`src/ulaTimingPkg.sv`:
```
`default_nettype none

package ulaTimingPkg;

   //////////////////////////////////////////////////
   // Frame geometry in clk7 ticks and lines
   localparam logic [8:0] hTotal       = 9'd448;
   localparam logic [8:0] vTotal       = 9'd312;
   localparam logic [8:0] paperWidth   = 9'd256;
   localparam logic [8:0] paperHeight  = 9'd192;

   // Paper column x shows up on the pins at hc == x + 13
   localparam logic [8:0] pixelLatency = 9'd13;

   //////////////////////////////////////////////////
   // Sync windows (active low, inclusive bounds)
   localparam logic [8:0] hsyncStart   = 9'd344;
   localparam logic [8:0] hsyncEnd     = 9'd375;
   localparam logic [8:0] vsyncStart   = 9'd248;
   localparam logic [8:0] vsyncEnd     = 9'd251;

   // Frame interrupt
   localparam logic [8:0] intLine      = 9'd248;
   localparam logic [8:0] intStart     = 9'd2;
   localparam logic [8:0] intEnd       = 9'd65;

endpackage

`default_nettype wire

```
`src/ulaPortPkg.sv`:
```
`default_nettype none

package ulaPortPkg;

   //////////////////////////////////////////////////
   // Z80 I/O addresses of the ULAplus ports
   localparam logic [15:0] portUlaPlusAddr = 16'hBF3B;
   localparam logic [15:0] portUlaPlusData = 16'hFF3B;

   //////////////////////////////////////////////////
   // Per-channel intensity levels for the IGRB table
   localparam logic [2:0] colourNone = 3'b000;
   localparam logic [2:0] colourHalf = 3'b101;
   localparam logic [2:0] colourFull = 3'b111;

   // Border after reset is red
   localparam logic [2:0] borderReset = 3'b010;

   // 64 palette entries
   localparam int paletteIndexWidth = 6;

   //////////////////////////////////////////////////
   // Attribute byte as the standard ULA sees it
   typedef struct packed {
      logic       flash;
      logic       bright;
      logic [2:0] paper;
      logic [2:0] ink;
   } attrStd_s;

   // Same byte as ULAplus sees it
   // Top two bits pick one of four 16-entry CLUTs
   typedef struct packed {
      logic [1:0] clut;
      logic [2:0] paper;
      logic [2:0] ink;
   } attrPlus_s;

   typedef union packed {
      attrStd_s  std;
      attrPlus_s plus;
   } attrWord_u;

endpackage

`default_nettype wire

```
`src/rasterCounter.sv`:
```
`timescale 1ns/1ps
`default_nettype none

module rasterCounter (
   input  logic       clk7,
   input  logic       rst_n,
   output logic [8:0] hc,
   output logic [8:0] vc,
   output logic       hsync,
   output logic       vsync,
   output logic       intN
);

   logic lineEnd;
   logic frameEnd;

   // Last tick of a line and last line of a frame
   assign lineEnd  = (hc == ulaTimingPkg::hTotal - 9'd1);
   assign frameEnd = (vc == ulaTimingPkg::vTotal - 9'd1);

   //////////////////////////////////////////////////
   // Horizontal and vertical position
   always_ff @(posedge clk7) begin
      if (!rst_n) begin
         hc <= 9'd0;
         vc <= 9'd0;
      end else if (lineEnd) begin
         hc <= 9'd0;
         // Line advances together with the hc wrap
         if (frameEnd) begin
            vc <= 9'd0;
         end else begin
            vc <= vc + 9'd1;
         end
      end else begin
         hc <= hc + 9'd1;
      end
   end

   //////////////////////////////////////////////////
   // Sync pulses decoded straight off the counters
   assign hsync = !((hc >= ulaTimingPkg::hsyncStart) && (hc <= ulaTimingPkg::hsyncEnd));
   assign vsync = !((vc >= ulaTimingPkg::vsyncStart) && (vc <= ulaTimingPkg::vsyncEnd));

   // 64-tick INT pulse near the start of the vsync line
   // Two ticks after vsync falls
   assign intN = !((vc == ulaTimingPkg::intLine) &&
                   (hc >= ulaTimingPkg::intStart) &&
                   (hc <= ulaTimingPkg::intEnd));

endmodule

`default_nettype wire

```
`src/videoFetch.sv`:
```
`timescale 1ns/1ps
`default_nettype none

module videoFetch (
   input  logic                  clk7,
   input  logic                  rst_n,
   input  logic [8:0]            hc,
   input  logic [8:0]            vc,
   input  logic [2:0]            border,
   input  logic [7:0]            vramData,
   output logic [13:0]           va,
   output logic                  pixel,
   output ulaPortPkg::attrWord_u attrNext,
   output ulaPortPkg::attrWord_u attrOut,
   output logic                  attrLoad
);

   logic                  fetchWindow;
   logic                  videoEnable;
   logic                  caLoad;
   logic                  bitmapAddr;
   logic                  bitmapLoad;
   logic                  attrAddr;
   logic                  attrDataLoad;
   logic                  serializerLoad;
   logic [4:0]            ca;
   logic [7:0]            bitmapData;
   ulaPortPkg::attrWord_u attrData;
   logic [7:0]            serializer;
   logic [4:0]            flashCount;

   //////////////////////////////////////////////////
   // Control unit
   always_comb begin
      // Fetches run over hc 0..255 of paper lines
      fetchWindow = (hc < ulaTimingPkg::paperWidth) && (vc < ulaTimingPkg::paperHeight);
      // Display trails the fetch by 8 ticks
      videoEnable = (hc >= 9'd8) && (hc < ulaTimingPkg::paperWidth + 9'd8) &&
                    (vc < ulaTimingPkg::paperHeight);
      caLoad      = (hc[2:0] == 3'd3);
      attrLoad    = (hc[2:0] == 3'd4);
      serializerLoad = videoEnable && attrLoad;
      // Offsets 8,9,12,13 of each 16-tick group address the bitmap
      bitmapAddr  = fetchWindow && hc[3] && !hc[1];
      // Offsets 10,11,14,15 address the attribute
      attrAddr    = fetchWindow && hc[3] && hc[1];
      // Data captured on the second tick of each address pair
      bitmapLoad  = bitmapAddr && hc[0];
      attrDataLoad = attrAddr && hc[0];
   end

   // Column address
   always_ff @(posedge clk7) begin
      if (caLoad) begin
         ca <= hc[7:3];
      end
   end

   // Standard screen layout with the page bit tied low
   always_comb begin
      if (bitmapAddr) begin
         va = {1'b0, vc[7:6], vc[2:0], vc[5:3], ca};
      end else if (attrAddr) begin
         va = {1'b0, 3'b110, vc[7:3], ca};
      end else begin
         va = 14'h0000;
      end
   end

   //////////////////////////////////////////////////
   // Datapath
   always_ff @(posedge clk7) begin
      if (bitmapLoad) begin
         bitmapData <= vramData;
      end
      if (attrDataLoad) begin
         attrData <= vramData;
      end
   end

   // Pixel shifter MSB first
   always_ff @(posedge clk7) begin
      if (serializerLoad) begin
         serializer <= bitmapData;
      end else begin
         serializer <= {serializer[6:0], 1'b0};
      end
   end

   // Border shows as paper outside the window
   always_comb begin
      if (videoEnable) begin
         attrNext = attrData;
      end else begin
         attrNext = {2'b00, border, 3'b000};
      end
   end

   always_ff @(posedge clk7) begin
      if (attrLoad) begin
         attrOut <= attrNext;
      end
   end

   // Flash phase steps once a frame
   // Bit 4 toggles every 16 frames
   always_ff @(posedge clk7) begin
      if (!rst_n) begin
         flashCount <= 5'd0;
      end else if ((vc == ulaTimingPkg::intLine) && (hc == 9'd0)) begin
         flashCount <= flashCount + 5'd1;
      end
   end

   assign pixel = serializer[7] ^ (attrOut.std.flash & flashCount[4]);

endmodule

`default_nettype wire

```
`src/colourPalette.sv`:
```
`timescale 1ns/1ps
`default_nettype none

module colourPalette (
   input  logic                                      clk7,
   input  logic [8:0]                                hc,
   input  logic                                      pixel,
   input  ulaPortPkg::attrWord_u                     attrNext,
   input  ulaPortPkg::attrWord_u                     attrOut,
   input  logic                                      attrLoad,
   input  logic                                      paletteWrite,
   input  logic [ulaPortPkg::paletteIndexWidth-1:0]  paletteIndex,
   input  logic [7:0]                                din,
   input  logic                                      ulaPlusEnabled,
   output logic [7:0]                                paletteEntry,
   output logic [2:0]                                r,
   output logic [2:0]                                g,
   output logic [2:0]                                b
);

   logic [7:0] paletteRam [0:(1 << ulaPortPkg::paletteIndexWidth) - 1];
   logic [ulaPortPkg::paletteIndexWidth-1:0] paperAddr;
   logic [ulaPortPkg::paletteIndexWidth-1:0] inkAddr;
   logic [7:0] plusPaper;
   logic [7:0] plusInk;
   logic [7:0] plusColour;
   logic [8:0] plusGrb;
   logic [2:0] stdIndex;
   logic [2:0] stdLevel;
   logic [8:0] stdGrb;
   logic       blank;
   logic [8:0] finalGrb;

   //////////////////////////////////////////////////
   // Standard IGRB path
   // Ink or paper index after flash
   assign stdIndex = pixel ? attrOut.std.ink : attrOut.std.paper;

   // Bright lifts every lit channel to full
   assign stdLevel = attrOut.std.bright ? ulaPortPkg::colourFull : ulaPortPkg::colourHalf;

   // G R B from index bits 2 1 0
   // Black has no lit channel so bright black stays black
   assign stdGrb = {stdIndex[2] ? stdLevel : ulaPortPkg::colourNone,
                    stdIndex[1] ? stdLevel : ulaPortPkg::colourNone,
                    stdIndex[0] ? stdLevel : ulaPortPkg::colourNone};

   //////////////////////////////////////////////////
   // ULAplus palette
   // GGGRRRBB entries written from the data port
   always_ff @(posedge clk7) begin
      if (paletteWrite) begin
         paletteRam[paletteIndex] <= din;
      end
   end

   // CPU readback
   assign paletteEntry = paletteRam[paletteIndex];

   // Paper sits in the upper half of each 16-entry CLUT
   assign paperAddr = {attrNext.plus.clut, 1'b1, attrNext.plus.paper};
   assign inkAddr   = {attrNext.plus.clut, 1'b0, attrNext.plus.ink};

   // Looked up one stage early and loaded with attrOut
   always_ff @(posedge clk7) begin
      if (attrLoad) begin
         plusPaper <= paletteRam[paperAddr];
         plusInk   <= paletteRam[inkAddr];
      end
   end

   assign plusColour = pixel ? plusInk : plusPaper;

   // Blue B1 B0 widened to B1 B0 B1
   assign plusGrb = {plusColour, plusColour[1]};

   //////////////////////////////////////////////////
   // Output select
   // Black during the hsync window
   assign blank = (hc >= ulaTimingPkg::hsyncStart) && (hc <= ulaTimingPkg::hsyncEnd);

   always_comb begin
      if (blank) begin
         finalGrb = {3{ulaPortPkg::colourNone}};
      end else if (ulaPlusEnabled) begin
         finalGrb = plusGrb;
      end else begin
         finalGrb = stdGrb;
      end
   end

   assign g = finalGrb[8:6];
   assign r = finalGrb[5:3];
   assign b = finalGrb[2:0];

endmodule

`default_nettype wire

```
`src/cpuPorts.sv`:
```
`timescale 1ns/1ps
`default_nettype none

module cpuPorts (
   input  logic                                      clk7,
   input  logic                                      rst_n,
   input  logic [15:0]                               a,
   input  logic                                      iorqN,
   input  logic                                      rdN,
   input  logic                                      wrN,
   input  logic [7:0]                                din,
   input  logic                                      ear,
   input  logic [4:0]                                kbd,
   input  logic                                      issue2Keyboard,
   input  logic [7:0]                                paletteEntry,
   output logic [7:0]                                dout,
   output logic [2:0]                                border,
   output logic                                      mic,
   output logic                                      spk,
   output logic                                      paletteWrite,
   output logic [ulaPortPkg::paletteIndexWidth-1:0]  paletteIndex,
   output logic                                      ulaPlusEnabled
);

   logic       ioWrite;
   logic       ioRead;
   logic       ulaSel;
   logic       plusAddrSel;
   logic       plusDataSel;
   logic [6:0] paletteReg;
   logic [1:0] configReg;
   logic       processedEar;

   //////////////////////////////////////////////////
   // Address decode
   assign ioWrite = !iorqN && !wrN;
   assign ioRead  = !iorqN && !rdN;

   // Any even address hits the ULA
   assign ulaSel = !a[0];
   // Both ULAplus ports are odd so they never overlap 0xFE
   assign plusAddrSel = (a == ulaPortPkg::portUlaPlusAddr);
   assign plusDataSel = (a == ulaPortPkg::portUlaPlusData);

   //////////////////////////////////////////////////
   // Write registers
   always_ff @(posedge clk7) begin
      if (!rst_n) begin
         border     <= ulaPortPkg::borderReset;
         mic        <= 1'b0;
         spk        <= 1'b0;
         paletteReg <= 7'd0;
         configReg  <= 2'd0;
      end else if (ioWrite) begin
         if (ulaSel) begin
            border <= din[2:0];
            mic    <= din[3];
            spk    <= din[4];
         end else if (plusAddrSel) begin
            paletteReg <= din[6:0];
         end else if (plusDataSel && paletteReg[6]) begin
            // Group bit set selects the mode register
            configReg <= din[1:0];
         end
      end
   end

   // Palette RAM write in the same edge
   assign paletteWrite   = ioWrite && plusDataSel && !paletteReg[6];
   assign paletteIndex   = paletteReg[5:0];
   assign ulaPlusEnabled = configReg[0];

   //////////////////////////////////////////////////
   // Read mux
   // Issue 2 boards also leak MIC onto EAR
   always_comb begin
      if (issue2Keyboard) begin
         processedEar = ear ^ (spk | mic);
      end else begin
         processedEar = ear ^ spk;
      end
   end

   always_comb begin
      dout = 8'hFF;
      if (ioRead) begin
         if (ulaSel) begin
            dout = {1'b1, processedEar, 1'b1, kbd};
         end else if (plusAddrSel) begin
            dout = {1'b0, paletteReg};
         end else if (plusDataSel) begin
            if (paletteReg[6]) begin
               dout = {6'd0, configReg};
            end else begin
               dout = paletteEntry;
            end
         end
      end
   end

endmodule

`default_nettype wire

```
`src/ulaPlusTop.sv`:
```
`timescale 1ns/1ps
`default_nettype none

module ulaPlusTop (
   input  logic        clk7,
   input  logic        rst_n,
   // Z80 side
   input  logic [15:0] a,
   input  logic        iorqN,
   input  logic        rdN,
   input  logic        wrN,
   input  logic [7:0]  din,
   output logic [7:0]  dout,
   output logic        intN,
   // Video RAM
   output logic [13:0] va,
   input  logic [7:0]  vramData,
   // Tape and keyboard
   input  logic        ear,
   input  logic [4:0]  kbd,
   input  logic        issue2Keyboard,
   output logic        mic,
   output logic        spk,
   // Video out
   output logic [2:0]  r,
   output logic [2:0]  g,
   output logic [2:0]  b,
   output logic        hsync,
   output logic        vsync
);

   logic [8:0]                               hc;
   logic [8:0]                               vc;
   logic [2:0]                               border;
   logic                                     paletteWrite;
   logic [ulaPortPkg::paletteIndexWidth-1:0] paletteIndex;
   logic                                     ulaPlusEnabled;
   logic [7:0]                               paletteEntry;
   logic                                     pixel;
   ulaPortPkg::attrWord_u                    attrNext;
   ulaPortPkg::attrWord_u                    attrOut;
   logic                                     attrLoad;

   //////////////////////////////////////////////////
   // Raster timing
   rasterCounter raster0 (
      .clk7  (clk7),
      .rst_n (rst_n),
      .hc    (hc),
      .vc    (vc),
      .hsync (hsync),
      .vsync (vsync),
      .intN  (intN)
   );

   // Screen fetch and pixel shifter
   videoFetch fetch0 (
      .clk7     (clk7),
      .rst_n    (rst_n),
      .hc       (hc),
      .vc       (vc),
      .border   (border),
      .vramData (vramData),
      .va       (va),
      .pixel    (pixel),
      .attrNext (attrNext),
      .attrOut  (attrOut),
      .attrLoad (attrLoad)
   );

   // Colour generation
   colourPalette palette0 (
      .clk7           (clk7),
      .hc             (hc),
      .pixel          (pixel),
      .attrNext       (attrNext),
      .attrOut        (attrOut),
      .attrLoad       (attrLoad),
      .paletteWrite   (paletteWrite),
      .paletteIndex   (paletteIndex),
      .din            (din),
      .ulaPlusEnabled (ulaPlusEnabled),
      .paletteEntry   (paletteEntry),
      .r              (r),
      .g              (g),
      .b              (b)
   );

   //////////////////////////////////////////////////
   // CPU I/O ports
   cpuPorts ports0 (
      .clk7           (clk7),
      .rst_n          (rst_n),
      .a              (a),
      .iorqN          (iorqN),
      .rdN            (rdN),
      .wrN            (wrN),
      .din            (din),
      .ear            (ear),
      .kbd            (kbd),
      .issue2Keyboard (issue2Keyboard),
      .paletteEntry   (paletteEntry),
      .dout           (dout),
      .border         (border),
      .mic            (mic),
      .spk            (spk),
      .paletteWrite   (paletteWrite),
      .paletteIndex   (paletteIndex),
      .ulaPlusEnabled (ulaPlusEnabled)
   );

endmodule

`default_nettype wire

```
`config.mk`:
```
export PLATFORM = sky130hd
export DESIGN_NAME = ulaPlusTop
export DESIGN_NICKNAME = d
export VERILOG_FILES = /design/src/ulaTimingPkg.sv /design/src/ulaPortPkg.sv /design/src/rasterCounter.sv /design/src/videoFetch.sv /design/src/colourPalette.sv /design/src/cpuPorts.sv /design/src/ulaPlusTop.sv
export SDC_FILE = /design/constraint.sdc
export NUM_CORES = 1
export LEC_CHECK = 0
export BUFFER_PORTS_ARGS = -buffer_cell sky130_fd_sc_hd__buf_2
export CORE_MARGIN = 1
export CORE_UTILIZATION = 63
export DETAILED_ROUTE_END_ITERATION = 12
export GPL_ROUTABILITY_DRIVEN = 1
export GPL_TIMING_DRIVEN = 0
export PLACE_DENSITY = 0.77
export SETUP_SLACK_MARGIN = 0.1
export SLEW_MARGIN = 20
export SYNTH_ARGS = -nofsm -noshare
export SYNTH_HDL_FRONTEND = slang
export SYNTH_SLANG_ARGS = --single-unit
export TNS_END_PERCENT = 1
```
`constraint.sdc`:
```
create_clock -name clk7 -period 3.61 [get_ports clk7]
set_input_delay 0.5415 -clock clk7 [delete_from_list [all_inputs] [get_ports clk7]]
set_output_delay 0.5415 -clock clk7 [all_outputs]
set_load 0.005 [all_outputs]
```
# ---- Yosys cells after proc, flatten, opt, wreduce, memory -nomap -nowiden
# Memories as Yosys holds them, arrays and structs flattened. A register that Yosys moved wholly into a read port is not among the register bits.
# Index checks and enable logic that the tools add are counted.
dict set report totals {
  ff_bits 74
  mem_bits_rw 512
  input_bits 44
  out_inout_bits 36
  word_cells 98
  memories 1
}
# memory words width rd rd_clocked_by_memory_dff wr line_no
set memory_table {}
lappend memory_table {palette0.paletteRam 64 8 3 3 1 colourPalette.sv:21} ;# logic [7:0] paletteRam [0:(1 << ulaPortPkg::paletteIndexWidth) - 1];
dict set report classes {
  add_sub_neg 3
  n_lt_le_gt_ge 10
  eq_ne 7
  muxes 23
  bitwise_logic 8
  n_reduce_logical 32
}
# operator count
set ops {}
lappend ops {{8-bit two-way mux} 8}
lappend ops {{16-bit == test, second input constant} 2}
lappend ops {{9-bit two-way mux} 3}
lappend ops {{1-bit logical AND} 19}
lappend ops {{9-bit by 1-bit adder with 9-bit output, second input constant} 2}
lappend ops {{9-bit == test, second input constant} 2}
lappend ops {{9-bit < comparator, second input constant} 2}
lappend ops {{14-bit two-way mux} 1}
lappend ops {{13-bit two-way mux} 1}
lappend ops {{3-bit two-way mux} 4}
lappend ops {{6-bit two-way mux} 2}
lappend ops {{9-bit by 8-bit == test with 1-bit output, second input constant} 1}
lappend ops {{9-bit by 2-bit greater-or-equal comparator with 1-bit output, second input constant} 1}
lappend ops {{9-bit by 4-bit greater-or-equal comparator with 1-bit output, second input constant} 1}
lappend ops {{9-bit by 8-bit greater-or-equal comparator with 1-bit output, second input constant} 1}
lappend ops {{9-bit greater-or-equal comparator, second input constant} 1}
lappend ops {{9-bit by 7-bit less-or-equal comparator with 1-bit output, second input constant} 1}
lappend ops {{9-bit by 8-bit less-or-equal comparator with 1-bit output, second input constant} 1}
lappend ops {{9-bit less-or-equal comparator, second input constant} 1}
lappend ops {{9-bit zero test} 1}
lappend ops {{9-bit by 8-bit < comparator with 1-bit output, second input constant} 1}
lappend ops {{1-bit zero test} 8}
lappend ops {{5-bit by 1-bit adder with 5-bit output, second input constant} 1}
lappend ops {{4-bit AND reduction} 1}
lappend ops {{11 further kinds} 17}

# ---- Longest topological paths before layout
dict set report logic_depth {
  word_depth 6
  mapped_depth 14
  depth_no_buf 9
}

# ---- Hierarchy
# Synthesis repeated with hierarchy kept, for this count alone.
dict set report hier_totals {
  hier_cells 1766
  hier_area_um2 28343.4
}
# module instances cells_each area_per_inst_um2 seq_area_each_um2
set by_module_without_submodules {}
lappend by_module_without_submodules {colourPalette 1 1415 24791.3 15855.2}
lappend by_module_without_submodules {videoFetch 1 122 1686.6 1131.1}
lappend by_module_without_submodules {rasterCounter 1 120 1022.2 360.3}
lappend by_module_without_submodules {cpuPorts 1 109 843.3 280.3}

# ---- Least setup slack after synthesis
# Ideal clock, no wire load.
dict set report synth_path {
  kind {register to output}
  startpoint {register with a tool-made name}
  endpoint {output dout[2]}
  arrival_time_ns 2.820
  required_time_ns 3.069
  path_slack_ns 0.249
  path_stages_with_launch 10
  path_buffers 4
  path_cell_list {dfxtp_1 -> buf_2 -> buf_2 -> buf_2 -> buf_2 -> mux4_2 -> mux4_2 -> mux2i_1 -> o21ai_0 -> o21bai_1}
}
# element line_no
set synth_rtl {}
lappend synth_rtl {{to (decl)} ulaPlusTop.sv:13} ;# output logic [7:0] dout,

==> metrics.md <==
| Metric | Value |
|---|---|
| Outcome | finished, violations left |
| Failing checks | setup timing |
| Layer with the highest usage | met2 |
| Core Util, Final | 0.758 |
| First-pass GRT wire length | 145 mm |
| WS Path Type | flip-flop to output port |
| Synthesized cell area | 0.0286 sq mm |
| Ports | 80 |
| Met2 usage | 0.674 |
| DRT Pass-1 Iters | 9 |
| Worst setup SP type | flip-flop |
| Hold WS | 0.0922 ns |
| Synth Flop Type | edfxtp_1 |
| Fin crit period | 4.07 ns |
| Area of the multi-input gates | 0.0108 sq mm |
| Total track usage | 0.452 |
| Slew HR | 0.133 |
| RSZ-0062 raised after global routing | true |
| Port buffer count | 78 |
| Crit path capture type | output port |
| Mapped Nets | 2027 |
| Worst-path clk slew | 0.07 ns |
| Leak | 11.3 nW |
| Cells on worst reg2reg path | 13 |
| Per-cell routed wire length | 37.0 um |
| Synth unique cells | 75 |
| Vias | 21000 |
| Register area share after synthesis | 0.620 |
| Worst R2R End | palette0.plusPaper[5]$_DFFE_PN_ |
| Vias in the first global route | 20000 |
| Largest net degree at the start of global routing | 68 |
| Final Cycle Share | 1.13 |
| DP HPWL | 72.3 mm |
| Area of the die | 0.0463 sq mm |
| Syn Inst Count | 1976 |
| Routed vias/inst | 7.45 |
| Final setup violating endpoints | 52 |
| Slew Viols, Final | 0 |
| First DRT Iteration DRCs | 3732 |
| Layout cells sized above 1 | 0.307 |
| Clock Skew | 0.0313 ns |
| # fillers | 2679 |
| Num CTS Buffers | 60 |
| Final Hold Vio Count | 0 |
| H-tree depth | 2 |
| R2R setup slack | -0.29 ns |
| Root buffer cell | clkbuf_16 |
| Initial antenna violation count | 10 |
| Post-place instance area | 0.0298 sq mm |
| Min-Delay Path Depth | 1 |
| Gp weighted congestion | 1.09 |
| Worst hold path class | input port to flip-flop |
| Die X | 215 um |
| Number of remaining DRC errors | 0 |
| Die H | 215 um |
| Worst Tran Pin Value | 1.30 ns |
| F_max | 246 MHz |
| Most common cell after layout, fill and taps aside | edfxtp_1 |
| Area growth syn-to-layout | 17.8% |
| Most frequent cells in the layout | edfxtp_1, nand2_1, mux4_2 |
| Number of synthesized flops with an enable pin | 557 |
| Routed wire length | 104 mm |
| Grt met1 use | 0.577 |
| Yosys reg bits | 608 |
| PD cells | 443 mW/mm^2 |
| GRT overflow | 0 |
| Final worst slack | -0.462 ns |
| Hold_sp | vramData[2] |
| Ys async rst share | 0 |
| Initial Util | 0.643 |
| Max-Cap Viols | 0 |
| Arrival time worst endpoint | 3.53 ns |
| Fin area | 0.0337 sq mm |
| Routing usage on met3 | 0.157 |
| FF+latch area | 0.0178 sq mm |
| Hold endpoint | fetch0.bitmapData[2]$_DFFE_PP_ |
| Avg Inst Size Synth | 14.5 sq um |
| Reg-to-Reg Start | raster0.hc[3]$_SDFF_PP0_ |
| Nets | 2219 |
| CTS Hold Bufs | 0 |
| Crit Path Max Fanout | 10 |
| Clk sinks | 608 |
| CP Data Required Time | 3.07 ns |
| Max VDD drop | 0.556 mV |
| Area of the core | 0.0445 sq mm |
| # rows | 77 |
| Clock Latency Late Sink | 0.67 ns |
| CTS max path bufs | 3 |
| CTS tree | built |
| ANT nets after route | 0 |
| YS warnings | 0 |
==> critical path: stages (launching register included) <==
cell and delay, ns:
dfxtp_1 0.41, buf_12 0.20, clkbuf_16 0.22, clkbuf_16 0.22, mux4_2 0.41, mux4_2 0.52, mux2i_4 0.30, a211oi_4 0.15
a21oi_1 0.16, o21ai_0 0.09, buf_2 0.18
==> per-layer routing <==
layer / vias up / wire length [um]
li1: 8215 / -
met1: 10200 / 33600
met2: 2085 / 46600
met3: 439 / 16400
met4: 6 / 7710
met5: - / 39
==> metrics by stage <==
step | total power, mW | cells | worst slack (ns) | setup TNS, ns
global route | 15.1 | 2812 | -0.463 | -9.35
floorplan | 8.01 | 1976 | 0.249 | 0
CTS | 14.8 | 2779 | -0.382 | -3.67
finish | 14.9 | 2818 | -0.462 | -5.11
detailed placement | 8.26 | 2646 | -2.21 | -208.10
global placement | 8.24 | 2646 | -2.17 | -180.85
==> cells in the mapped netlist (7+ instances only) <==
cell / instances / area share
buf_2: 29 / 0.0051
ha_1: 7 / 0.0031
o21ai_0: 19 / 0.0033
nand2b_1: 7 / 0.0015
o22ai_1: 31 / 0.0068
nand2_1: 296 / 0.039
mux4_2: 164 / 0.13
nor2b_1: 30 / 0.0066
mux2_2: 50 / 0.020
and3_1: 28 / 0.0061
xnor2_1: 8 / 0.0024
nand3_1: 101 / 0.018
a311oi_1: 17 / 0.0052
nor2_1: 99 / 0.013
xor2_1: 7 / 0.0021
a21oi_1: 51 / 0.0089
a221o_1: 15 / 0.0052
a32oi_1: 7 / 0.0021
inv_1: 15 / 0.0020
or3_1: 9 / 0.0020
or4_1: 7 / 0.0018
dfxtp_1: 51 / 0.036
mux2i_1: 77 / 0.027
a32o_1: 18 / 0.0063
a41oi_1: 8 / 0.0024
a31oi_1: 9 / 0.0020
buf_6: 8 / 0.0031
nor3_1: 16 / 0.0028
buf_1: 8 / 0.0010
buf_4: 11 / 0.0029
edfxtp_1: 557 / 0.58
a211oi_1: 40 / 0.010
and2_1: 18 / 0.0039
nand4_1: 8 / 0.0017
clkbuf_1: 75 / 0.0098
==> where the power goes <==
group / internal (mW) / switching [mW]
logic: 0.141 / 0.337
clock network: 3.88 / 2.89
registers: 7.69 / 0.00717
==> how the worst max path moves through the flow <==
stage	slack, ns	start	to
final	-0.46	flip-flop	dout[1]
after global routing	-0.46	flip-flop	dout[1]
after CTS	-0.38	flip-flop	dout[3]
after detailed placement	-2.21	flip-flop	dout[3]
after global placement	-2.17	flip-flop	dout[3]
after floorplan	0.25	flip-flop	dout[2]
==> flip-flops by register name (all words and copies together), names as in the netlist, 7 cells and up, named ones only <==
name                 cells
fetch0.attrData          8
palette0.plusPaper       8
ports0.paletteReg        7
fetch0.attrOut           8
palette0.paletteRam    512
palette0.plusInk         8
fetch0.bitmapData        8
raster0.hc               9
fetch0.serializer        8
raster0.vc               9
==> cells by family after synthesis <==
family | share of synthesized area
simple gates | 0.103
flops | 0.620
mux | 0.177
compound gates | 0.0668
buf+inv | 0.0251
xor+xnor | 0.00459
fa+ha+maj | 0.00306
other cells | 0.000131
==> what timing repair did <==
item,4_1_cts,5_1_grt
pin swaps,20,14
cloned,3,1
setup endpoints to repair,130,341
setup buffers,17,32
gates resized for setup,260,89
==> final cells by class <==
type / count / area share
sequential: 608 / 0.526
clock buffer: 66 / 0.0455
buffer: 131 / 0.0367
clock inverter: 48 / 0.0169
multi-input combinational: 1217 / 0.321
inverter: 19 / 0.00226
tap: 592 / 0.0220
antenna: 6 / 0.000445
timing repair buffer: 131 / 0.0291
(Power assumes the default switching activity.)
